--- config.mk ---
export PLATFORM = sky130hd
export DESIGN_NAME = ycbcrBlockTop
export DESIGN_NICKNAME = d
export VERILOG_FILES = /design/src/ycc_pkg.sv /design/src/componentSerializer.sv /design/src/convArray.sv /design/src/pixelConverter.sv /design/src/planeAligner.sv /design/src/ycbcrBlockTop.sv /design/src/ycbcrSequencer.sv
export VERILOG_INCLUDE_DIRS = /design/src
export SDC_FILE = /design/constraint.sdc
export NUM_CORES = 2
export LEC_CHECK = 0
export BUFFER_PORTS_ARGS = -buffer_cell sky130_fd_sc_hd__buf_2
export CORE_ASPECT_RATIO = 1.4
export CORE_MARGIN = 2
export CORE_UTILIZATION = 58
export CTS_CLUSTER_SIZE = 28
export DETAILED_ROUTE_END_ITERATION = 8
export GPL_TIMING_DRIVEN = 0
export PLACE_DENSITY = 0.86
export RECOVER_POWER = 25
export SLEW_MARGIN = 20
export SYNTH_ARGS = -nofsm -noshare
export SYNTH_HDL_FRONTEND = slang
export SYNTH_SLANG_ARGS = --single-unit
--- constraint.sdc ---
create_clock -name clk -period 5.8 [get_ports clk]
set_clock_uncertainty 0.15 [all_clocks]
set_input_delay 1.74 -clock clk [delete_from_list [all_inputs] [get_ports clk]]
set_output_delay 1.74 -clock clk [all_outputs]
set_load 0.01 [all_outputs]
--- src/ycc_defines.svh ---
`ifndef YCC_DEFINES_SVH
`define YCC_DEFINES_SVH

// bits per colour sample
`define PIX_W 8

// pixels packed into one sram word
`define LANES 8

`define WORD_W (`LANES * `PIX_W)

`define ADDR_W 11

// pixel groups per run, each group is three sram words
`define NUM_BLOCKS 16

// pipeline depth of one pixel converter
`define CONV_LAT 3

`endif

--- src/ycc_pkg.sv ---
`include "ycc_defines.svh"

package ycc_pkg;

    // one colour sample
    typedef logic [`PIX_W-1:0] pixel_t;

    // read sequencer states
    typedef enum logic [1:0] {
        IDLE,
        READ,
        DRAIN
    } seqState_t;

    // plane carried by a word, also used as write phase
    typedef enum logic [1:0] {
        PLANE_R,
        PLANE_G,
        PLANE_B
    } plane_t;

endpackage
--- src/componentSerializer.sv ---
`timescale 1ns/1ps
`include "ycc_defines.svh"

module componentSerializer (
    input  logic                 clk,
    input  logic                 rst_n,
    input  logic                 yccValid,
    input  logic [`WORD_W-1:0]   yWord,
    input  logic [`WORD_W-1:0]   cbWord,
    input  logic [`WORD_W-1:0]   crWord,
    output logic [`WORD_W-1:0]   dataWrite,
    output logic [`ADDR_W-1:0]   sramWaddr,
    output logic                 wen,
    output logic                 valid,
    output logic                 runDone
);
    import ycc_pkg::*;

    localparam logic [`ADDR_W-1:0] lastAddr = 3 * `NUM_BLOCKS - 1;

    // PLANE_R waits for Y, PLANE_G has Cb pending, PLANE_B has Cr pending
    plane_t phase;

    logic [`WORD_W-1:0] cbHold;
    logic [`WORD_W-1:0] crHold;

    always_ff @(posedge clk) begin
        if (!rst_n) begin
            phase     <= PLANE_R;
            wen       <= 1'b1;
            sramWaddr <= '0;
            valid     <= 1'b0;
        end else begin
            valid <= 1'b0;
            // address moves on after every completed write
            if (!wen) begin
                if (sramWaddr == lastAddr) begin
                    sramWaddr <= '0;
                    valid     <= 1'b1;
                end else begin
                    sramWaddr <= sramWaddr + 1'b1;
                end
            end
            unique case (phase)
                PLANE_G: begin
                    wen   <= 1'b0;
                    phase <= PLANE_B;
                end
                PLANE_B: begin
                    wen   <= 1'b0;
                    phase <= PLANE_R;
                end
                default: begin
                    wen <= !yccValid;
                    if (yccValid) begin
                        phase <= PLANE_G;
                    end
                end
            endcase
        end
    end

    // write data follows the phase, Y goes straight through
    always_ff @(posedge clk) begin
        if (yccValid) begin
            cbHold <= cbWord;
            crHold <= crWord;
        end
        unique case (phase)
            PLANE_G: dataWrite <= cbHold;
            PLANE_B: dataWrite <= crHold;
            default: dataWrite <= yWord;
        endcase
    end

    // sequencer leaves DRAIN on the done pulse
    assign runDone = valid;

    // groups are three cycles apart, so a new one never hits a pending Cb or Cr
    noOverlap: assert property (@(posedge clk) disable iff (!rst_n)
        yccValid |-> phase == PLANE_R)
        else $error("converted group arrived while Cb or Cr still pending");

endmodule

--- src/convArray.sv ---
`timescale 1ns/1ps
`include "ycc_defines.svh"

module convArray (
    input  logic                 clk,
    input  logic                 rst_n,
    input  logic                 tripletValid,
    input  logic [`WORD_W-1:0]   rWord,
    input  logic [`WORD_W-1:0]   gWord,
    input  logic [`WORD_W-1:0]   bWord,
    output logic [`WORD_W-1:0]   yWord,
    output logic [`WORD_W-1:0]   cbWord,
    output logic [`WORD_W-1:0]   crWord,
    output logic                 yccValid
);

    // one bit per converter stage, groups may overlap
    logic [`CONV_LAT-1:0] validPipe;

    for (genvar i = 0; i < `LANES; i++) begin : gLane
        pixelConverter uConv (
            .clk (clk),
            .r   (rWord[i*`PIX_W +: `PIX_W]),
            .g   (gWord[i*`PIX_W +: `PIX_W]),
            .b   (bWord[i*`PIX_W +: `PIX_W]),
            .y   (yWord[i*`PIX_W +: `PIX_W]),
            .cb  (cbWord[i*`PIX_W +: `PIX_W]),
            .cr  (crWord[i*`PIX_W +: `PIX_W])
        );
    end

    always_ff @(posedge clk) begin
        if (!rst_n) begin
            validPipe <= '0;
        end else begin
            validPipe <= {validPipe[`CONV_LAT-2:0], tripletValid};
        end
    end

    assign yccValid = validPipe[`CONV_LAT-1];

endmodule

--- src/pixelConverter.sv ---
`timescale 1ns/1ps
`include "ycc_defines.svh"

module pixelConverter (
    input  logic              clk,
    input  ycc_pkg::pixel_t   r,
    input  ycc_pkg::pixel_t   g,
    input  ycc_pkg::pixel_t   b,
    output ycc_pkg::pixel_t   y,
    output ycc_pkg::pixel_t   cb,
    output ycc_pkg::pixel_t   cr
);

    // samples widened to signed with a zero sign bit
    logic signed [`PIX_W:0] rS;
    logic signed [`PIX_W:0] gS;
    logic signed [`PIX_W:0] bS;

    // stage 1, signed products
    logic signed [17:0] yR, yG, yB;
    logic signed [17:0] cbR, cbG, cbB;
    logic signed [17:0] crR, crG, crB;

    // stage 2, rounded sums
    logic signed [17:0] ySum;
    logic signed [17:0] cbSum;
    logic signed [17:0] crSum;

    // stage 3 before truncation
    logic signed [17:0] yFull;
    logic signed [17:0] cbFull;
    logic signed [17:0] crFull;

    assign rS = $signed({1'b0, r});
    assign gS = $signed({1'b0, g});
    assign bS = $signed({1'b0, b});

    always_ff @(posedge clk) begin
        yR  <= 18'sd66 * rS;
        yG  <= 18'sd129 * gS;
        yB  <= 18'sd25 * bS;
        cbR <= -18'sd38 * rS;
        cbG <= -18'sd74 * gS;
        cbB <= 18'sd112 * bS;
        crR <= 18'sd112 * rS;
        crG <= -18'sd94 * gS;
        crB <= -18'sd18 * bS;
    end

    // 128 rounds the divide by 256
    always_ff @(posedge clk) begin
        ySum  <= yR + yG + yB + 18'sd128;
        cbSum <= cbR + cbG + cbB + 18'sd128;
        crSum <= crR + crG + crB + 18'sd128;
    end

    assign yFull  = (ySum >>> 8) + 18'sd16;
    assign cbFull = (cbSum >>> 8) + 18'sd128;
    assign crFull = (crSum >>> 8) + 18'sd128;

    // results stay in 16..240 so the low bits are exact
    always_ff @(posedge clk) begin
        y  <= yFull[`PIX_W-1:0];
        cb <= cbFull[`PIX_W-1:0];
        cr <= crFull[`PIX_W-1:0];
    end

endmodule

--- src/planeAligner.sv ---
`timescale 1ns/1ps
`include "ycc_defines.svh"

module planeAligner (
    input  logic                 clk,
    input  logic                 rst_n,
    input  logic                 rdActive,
    input  ycc_pkg::plane_t      rdPlane,
    input  logic [`WORD_W-1:0]   dataRead,
    output logic [`WORD_W-1:0]   rWord,
    output logic [`WORD_W-1:0]   gWord,
    output logic [`WORD_W-1:0]   bWord,
    output logic                 tripletValid
);
    import ycc_pkg::*;

    // read tag delayed to line up with the sram return
    logic   activeD;
    plane_t planeD;

    // R and G words waiting for their B word
    logic [`WORD_W-1:0] rHold;
    logic [`WORD_W-1:0] gHold;

    always_ff @(posedge clk) begin
        if (!rst_n) begin
            activeD      <= 1'b0;
            planeD       <= PLANE_R;
            tripletValid <= 1'b0;
        end else begin
            activeD      <= rdActive;
            planeD       <= rdPlane;
            tripletValid <= activeD && (planeD == PLANE_B);
        end
    end

    always_ff @(posedge clk) begin
        if (activeD) begin
            unique case (planeD)
                PLANE_R: rHold <= dataRead;
                PLANE_G: gHold <= dataRead;
                default: begin
                    // B landed, release the whole group
                    rWord <= rHold;
                    gWord <= gHold;
                    bWord <= dataRead;
                end
            endcase
        end
    end

endmodule

--- src/ycbcrBlockTop.sv ---
`timescale 1ns/1ps
`include "ycc_defines.svh"

module ycbcrBlockTop (
    input  logic                 clk,
    input  logic                 rst_n,
    input  logic                 enable,
    input  logic [`WORD_W-1:0]   dataRead,
    output logic [`ADDR_W-1:0]   sramRaddr,
    output logic [`ADDR_W-1:0]   sramWaddr,
    output logic [`WORD_W-1:0]   dataWrite,
    output logic                 wen,
    output logic                 valid
);
    import ycc_pkg::*;

    // read side
    logic   rdActive;
    plane_t rdPlane;

    // aligned groups into the converters
    logic [`WORD_W-1:0] rWord;
    logic [`WORD_W-1:0] gWord;
    logic [`WORD_W-1:0] bWord;
    logic               tripletValid;

    // converted groups into the serialiser
    logic [`WORD_W-1:0] yWord;
    logic [`WORD_W-1:0] cbWord;
    logic [`WORD_W-1:0] crWord;
    logic               yccValid;

    logic runDone;

    ycbcrSequencer uSeq (
        .clk       (clk),
        .rst_n     (rst_n),
        .enable    (enable),
        .runDone   (runDone),
        .sramRaddr (sramRaddr),
        .rdActive  (rdActive),
        .rdPlane   (rdPlane)
    );

    planeAligner uAlign (
        .clk          (clk),
        .rst_n        (rst_n),
        .rdActive     (rdActive),
        .rdPlane      (rdPlane),
        .dataRead     (dataRead),
        .rWord        (rWord),
        .gWord        (gWord),
        .bWord        (bWord),
        .tripletValid (tripletValid)
    );

    convArray uConv (
        .clk          (clk),
        .rst_n        (rst_n),
        .tripletValid (tripletValid),
        .rWord        (rWord),
        .gWord        (gWord),
        .bWord        (bWord),
        .yWord        (yWord),
        .cbWord       (cbWord),
        .crWord       (crWord),
        .yccValid     (yccValid)
    );

    componentSerializer uSer (
        .clk       (clk),
        .rst_n     (rst_n),
        .yccValid  (yccValid),
        .yWord     (yWord),
        .cbWord    (cbWord),
        .crWord    (crWord),
        .dataWrite (dataWrite),
        .sramWaddr (sramWaddr),
        .wen       (wen),
        .valid     (valid),
        .runDone   (runDone)
    );

endmodule

--- src/ycbcrSequencer.sv ---
`timescale 1ns/1ps
`include "ycc_defines.svh"

module ycbcrSequencer (
    input  logic                 clk,
    input  logic                 rst_n,
    input  logic                 enable,
    input  logic                 runDone,
    output logic [`ADDR_W-1:0]   sramRaddr,
    output logic                 rdActive,
    output ycc_pkg::plane_t      rdPlane
);
    import ycc_pkg::*;

    // last read address of a run
    localparam logic [`ADDR_W-1:0] lastAddr = 3 * `NUM_BLOCKS - 1;

    seqState_t state;

    always_ff @(posedge clk) begin
        if (!rst_n) begin
            state     <= IDLE;
            sramRaddr <= '0;
            rdActive  <= 1'b0;
            rdPlane   <= PLANE_R;
        end else begin
            unique case (state)
                IDLE: begin
                    if (enable) begin
                        state     <= READ;
                        sramRaddr <= '0;
                        rdActive  <= 1'b1;
                        rdPlane   <= PLANE_R;
                    end
                end
                READ: begin
                    if (sramRaddr == lastAddr) begin
                        // wait for the write side once every group is issued
                        state     <= DRAIN;
                        sramRaddr <= '0;
                        rdActive  <= 1'b0;
                        rdPlane   <= PLANE_R;
                    end else begin
                        sramRaddr <= sramRaddr + 1'b1;
                        unique case (rdPlane)
                            PLANE_R: rdPlane <= PLANE_G;
                            PLANE_G: rdPlane <= PLANE_B;
                            default: rdPlane <= PLANE_R;
                        endcase
                    end
                end
                DRAIN: begin
                    if (runDone) begin
                        state <= IDLE;
                    end
                end
                default: begin
                    state <= IDLE;
                end
            endcase
        end
    end

    // R, G and B words of a group are issued back to back
    rThenG: assert property (@(posedge clk) disable iff (!rst_n)
        rdActive && rdPlane == PLANE_R |=> rdActive && rdPlane == PLANE_G)
        else $error("G word did not follow R word");

    gThenB: assert property (@(posedge clk) disable iff (!rst_n)
        rdActive && rdPlane == PLANE_G |=> rdActive && rdPlane == PLANE_B)
        else $error("B word did not follow G word");

endmodule

==> Word-level counts from Yosys, hierarchy flattened <==
Cells that the tools add are included.
{ "op_classes": {"addsub": 98, "multipliers": 72, "eq_ne": 12, "mux": 20, "bitwise": 2, "n_reduce_logical": 16} }
{ "op_table": {"columns": ["cell", "count"], "rows": [
  ["$add 16x16->16", 32],
  ["$add 16x9->16 const B", 24],
  ["$mul 7x9->15 const A", 16],
  ["$mul 3x8->11 const A", 16],
  ["$add 16x14->16", 8],
  ["$add 16x15->16", 8],
  ["$add 8x8->8 const B", 16],
  ["$mul 8x8->16 const A", 8],
  ["$pmux 64 s2", 1],
  ["$mul 6x9->15 const A", 8],
  ["$mul 5x9->14 const A", 8],
  ["$mul 6x8->14 const A", 8],
  ["$mul 5x8->13 const A", 8],
  ["$add 8x6->8 const B", 8],
  ["$mux 11", 3],
  ["$add 11x1->11 const B", 2],
  ["$eq 11x6->1 const B", 2],
  ["$pmux 11 s2", 1],
  ["$mux 2", 6],
  ["$pmux 2 s2", 3],
  ["$eq 2x1->1 const B", 4],
  ["$reduce_and 2->1", 4],
  ["$eq 2x2->1 const B", 3],
  ["$logic_not 2->1", 3],
  ["other kinds (12)", 20]
]} }
{ "totals": {"reg_bits": 2118, "inputBits": 67, "wordCells": 360} }

==> Longest topological paths before layout <==
{ "logic_depth": {"word_depth": 4, "depth_mapped": 18} }

==> By module <==
Synthesis repeated with hierarchy kept, for this count alone.
{ "unflattened": {"cells_unflattened": 8994, "area_unflattened_um2": 107762.1} }
{ "by_module_without_submodules": {"columns": ["module", "n_inst", "cells_each", "area_per_inst_um2"], "rows": [
  ["pixelConverter (uConv.gLane[0].uConv ...)", 4, 1007, 11243.3],
  ["pixelConverter (uConv.gLane[6].uConv)", 1, 1025, 11383.4],
  ["pixelConverter (uConv.gLane[2].uConv)", 1, 1026, 11378.4],
  ["pixelConverter (uConv.gLane[7].uConv)", 1, 1004, 11227.0],
  ["pixelConverter (uConv.gLane[5].uConv)", 1, 996, 11183.2],
  ["planeAligner", 1, 331, 9743.1],
  ["componentSerializer", 1, 486, 6981.7],
  ["ycbcrSequencer", 1, 92, 813.3],
  ["convArray", 1, 6, 78.8]
]} }

==> Worst setup path before layout <==
OpenSTA, ideal clock, no wires.
{ "synth_timing": {"kind": "reg2reg", "start": "reg uAlign.planeD[1]", "end": "reg uAlign.rHold[0], enable pin", "setup_ns": 0.578, "arrival_time_ns": 4.974, "path_slack_ns": 0.098, "path_stages_with_launch": 2, "path_buffers": 0, "synth_period_minus_slack_ns": 5.702, "path_cell_list": "dfxtp_1 > nor3b_1"} }
{ "synth_via": {"elab_chain_len": 2} }
{ "synth_rtl": {"columns": ["item", "line_no", "text"], "rows": [
  ["start, declared", "planeAligner.sv:19", "plane_t planeD;"],
  ["start signal, assigned", "planeAligner.sv:32", "planeD <= rdPlane;"],
  ["$logic_not 2->1", "planeAligner.sv:39", "unique case (planeD)"],
  ["$reduce_and 2->1 (no source line)", null, null],
  ["end signal, assigned", "planeAligner.sv:40", "PLANE_R: rHold <= dataRead;"],
  ["end, declared", "planeAligner.sv:22", "logic [`WORD_W-1:0] rHold;"]
]} }
No other way between the ends.
A chain may end at the register's enable or synchronous reset.

==> Worst setup path in the final report <==
{ "layout_timing": {"start": "reg uAlign.gWord[12]", "end": "reg uConv.gLane[1].uConv.cbG[15]"} }
{ "layout_via": {"elab_chain_len": 1} }
{ "layout_rtl": {"columns": ["item", "line_no", "text"], "rows": [
  ["start, declared", "planeAligner.sv:11", "output logic [`WORD_W-1:0] gWord,"],
  ["start signal, assigned", "planeAligner.sv:45", "gWord <= gHold;"],
  ["$mul 7x9->15", "pixelConverter.sv:43", "cbG <= -18'sd74 * gS;"],
  ["end signal, assigned", "pixelConverter.sv:43", null],
  ["end, declared", "pixelConverter.sv:21", "logic signed [17:0] cbR, cbG, cbB;"]
]} }
No other way between the ends.

==> results.yml <==
setup_path:
  cpPeakStageDelay_ps: 930
  path_max_fanout: 10
  required_ps: 6380
  cpMaxStageDelayCell: "a2111oi_1"
  critical_path_buf_inv_count: 3
  setup.worst_path.end_class: "flop"
  start_kind: "flop"
  cp.arrival_ps: 6170
  cp_top_family: "adder cells"
  crit_type: "flop to flop"
  path_cells: "ha_1 -> inv_1 -> ha_1 -> inv_1 -> fa_1 -> inv_1 -> fa_1 -> ha_1 -> a21o_1 -> a2111oi_1 -> nor3_1 -> a2111oi_1 -> a21oi_1 -> xnor2_1"
job:
  drv_cap: 1
place:
  io_buffers: 154
  dpl_cell_area_um2: 111300
  gp_congestion: 0.9365
  dp_hpwl_um: 189600
  preCtsSetupSlack_ps: 389.9
timing:
  fmax_ghz: 0.1787
  maxSlewViolCount: 35
  setup_viol: 0
  setup_slack_ps: 204.8
  hold_viol: 0
  worst_pin_slew_ps: 1846
  final.min_clock_period_ps: 5595
  rsz0062_at_grt: "no"
  slew_headroom_pct: -23.24
  finalCritPeriodShare_pct: 96.47
die:
  design.core.area_um2: 183600
  ioPinCount: 155
  die_h_um: 512.7
  die_x_um: 367.3
  dieArea_um2: 188300
  initial_utilization_pct: 58.38
  rows: 186
route:
  vias_per_cell: 5.556
  drt_wl_total_um: 239400
  drtIter0Drc: 3503
  first_pass_iters: 6
  drc: 0
  wl_per_cell_um: 20.05
  vias: 66327
  ant_nets: 0
logic_synthesis:
  yosysTopAreaCell: "dfxtp_1"
  synth_area_leaders: "dfxtp_1, ha_1, fa_1"
  ys_types: 67
  synth-edff-count: 448
  ys_ff_latch: 1838
  syn_avg_cell_area_um2: 11.92
  synth_flop_cell: "dfxtp_1"
  synth.net_count: 11995
  synth_commonest_cells: "ha_1, dfxtp_1, inv_1"
  netlist.area_leader.share_pct: 25.96
  ys_seq_area_share_pct: 38.51
  syn-cell-area_um2: 107200
  yosysWarnings: 0
  synthCells: 8993
  async_flop_share_pct: 0
  synth_most_common_cell: "ha_1"
clock_network:
  insertion_delay_ps: 840
  clk_pin_slew_ps: 70
  clock-sinks: 1838
  cts_tree: "done"
  max-clock-path-buffers: 3
  numCtsBuffers: 174
  post-cts-setup-buffers: 0
  cts_root_buffer: "clkbuf_16"
  cts.repair.resized: 0
  hold_buffers: 0
  cts_max_level: 4
pwr:
  switching_share_pct: 25.56
  seqPwrFrac_pct: 49.2
  clkPwrFrac_pct: 40.8
  p_leak_nw: 56.39
  intPower_mw: 21.79
  finalPower_mw: 29.28
  power.switching_mw: 7.482
  power.density_nw_per_um2: 249.5
  vdd_drop_max_mv: 0.3306
  p_comb_share_pct: 10.0
global_routing:
  grt_pass1_wl_um: 379600
  grt_antenna_before_repair: 23
  overflow: 0
  grt_util_met3_pct: 3.809
  top_usage_layer: "met2"
  use_met1_pct: 26.91
  grt_max_degree: 51
  grt_pass1_vias: 73728
  track_usage_pct: 25.77
  met2_usage_pct: 47.57
final_layout:
  post-route-util_pct: 63.90
  drive_gt1_share_pct: 4.984
  final_area_um2: 117300
  area_growth_pct: 9.461
  nets: 12344
  fillCellCount: 13177
status:
  status: "finished, violations left"
  failed_checks: "max-capacitance violations, max-slew violations"
worst_hold_path:
  hp-class: "flop to flop"
==> cell families after synthesis <==
kind of cell | synth area share (%)
multiplexers | 0.08638
buffers and inverters | 4.643
XOR/XNOR | 5.532
adder cells (fa/ha/maj) | 39.64
AO/OA/AOI/OAI | 7.249
flip-flops | 38.51
AND/OR/NAND/NOR | 4.343
==> routing by layer <==
metal  wire, um  part of all wire (%)
met1      86090                    36
met2     124000                    52
met3      10840                   4.5
met4      18350                   7.7
met5        113                 0.047
==> final cells by class <==
type	count	area [um2]	share of cell area [%]
clock inverter	105	1239	1.056
buffer	32	120.1	0.1024
tap	2444	3058	2.606
inverter	1294	4857	4.140
timing repair buffer	173	1070	0.9117
multi-input combinational	5829	60950	51.94
clock buffer	219	4753	4.051
sequential	1838	41280	35.18
antenna	4	10.01	0.008531
==> flip-flops by register name, summed over array words and instances, names as in the netlist, 72 cells and up <==
name / flops
uConv.gLane.uConv.yB: 104
uConv.gLane.uConv.yR: 96
uConv.gLane.uConv.cbR: 112
uConv.gLane.uConv.crB: 104
uConv.gLane.uConv.yG: 128
uConv.gLane.uConv.cbG: 112
uConv.gLane.uConv.crR: 88
uConv.gLane.uConv.crG: 88
uConv.gLane.uConv.cbB: 72
==> through the flow <==
step,cells,TNS [ps],hold slack [ps]
2_1_floorplan,8993,0,159.6
3_3_place_gp,11591,-1004850,160.6
3_5_place_dp,11610,0,162.1
4_1_cts,11934,0,163.9
5_1_grt,11936,0,164.2
6_report,11938,0,167.1
==> worst paths after layout <==
path         slack [ps]                           end  cells after the start                           start
min                 170    uConv.gLane[1].uConv.cb[4]                      0  uConv.gLane[1].uConv.cbSum[12]
max                 200  uConv.gLane[1].uConv.cbG[15]                     14                uAlign.gWord[12]
max reg2reg         200  uConv.gLane[1].uConv.cbG[15]                     14                uAlign.gWord[12]
min reg2reg         170    uConv.gLane[1].uConv.cb[4]                      0  uConv.gLane[1].uConv.cbSum[12]
==> cells in the final DEF (no fill, tap or decap), drive strengths merged, types with 18 or more instances in the layout <==
cell     count
inv       1315
a21boi      25
nor3        75
a31oi       23
o21bai      73
xnor2      464
fa         768
nand3       90
bufinv      19
a2111oi     31
buf        176
nand4       29
clkbuf     248
xor2       213
nand2      225
or4         18
nor2b       51
clkinv      49
nor2       275
a21o       160
dfxtp     1390
nand2b      42
a21oi      405
a22oi       66
o21a        56
and3        50
edfxtp     448
o21ai      309
ha        2167
and2        21
==> worst register-to-register path, stage by stage, from the launching register on <==
cell and delay [ps]:
edfxtp_1 620, ha_1 480, inv_1 80, ha_1 320
inv_1 70, fa_1 530, inv_1 50, fa_1 500
ha_1 360, a21o_1 220, a2111oi_1 930, nor3_1 170
a2111oi_1 680, a21oi_1 170, xnor2_1 160
==> power by group through the flow <==
stage          clock, mW  combinational, mW  sequential [mW]
3_5_place_dp           0               2.91             14.7
6_report            11.9               2.94             14.4
4_1_cts             12.1               2.95             14.4
2_1_floorplan          0               1.51             14.6
5_1_grt             12.6               3.20             14.5
3_3_place_gp           0               2.78             14.7
Power figures use the tool's default switching activity.
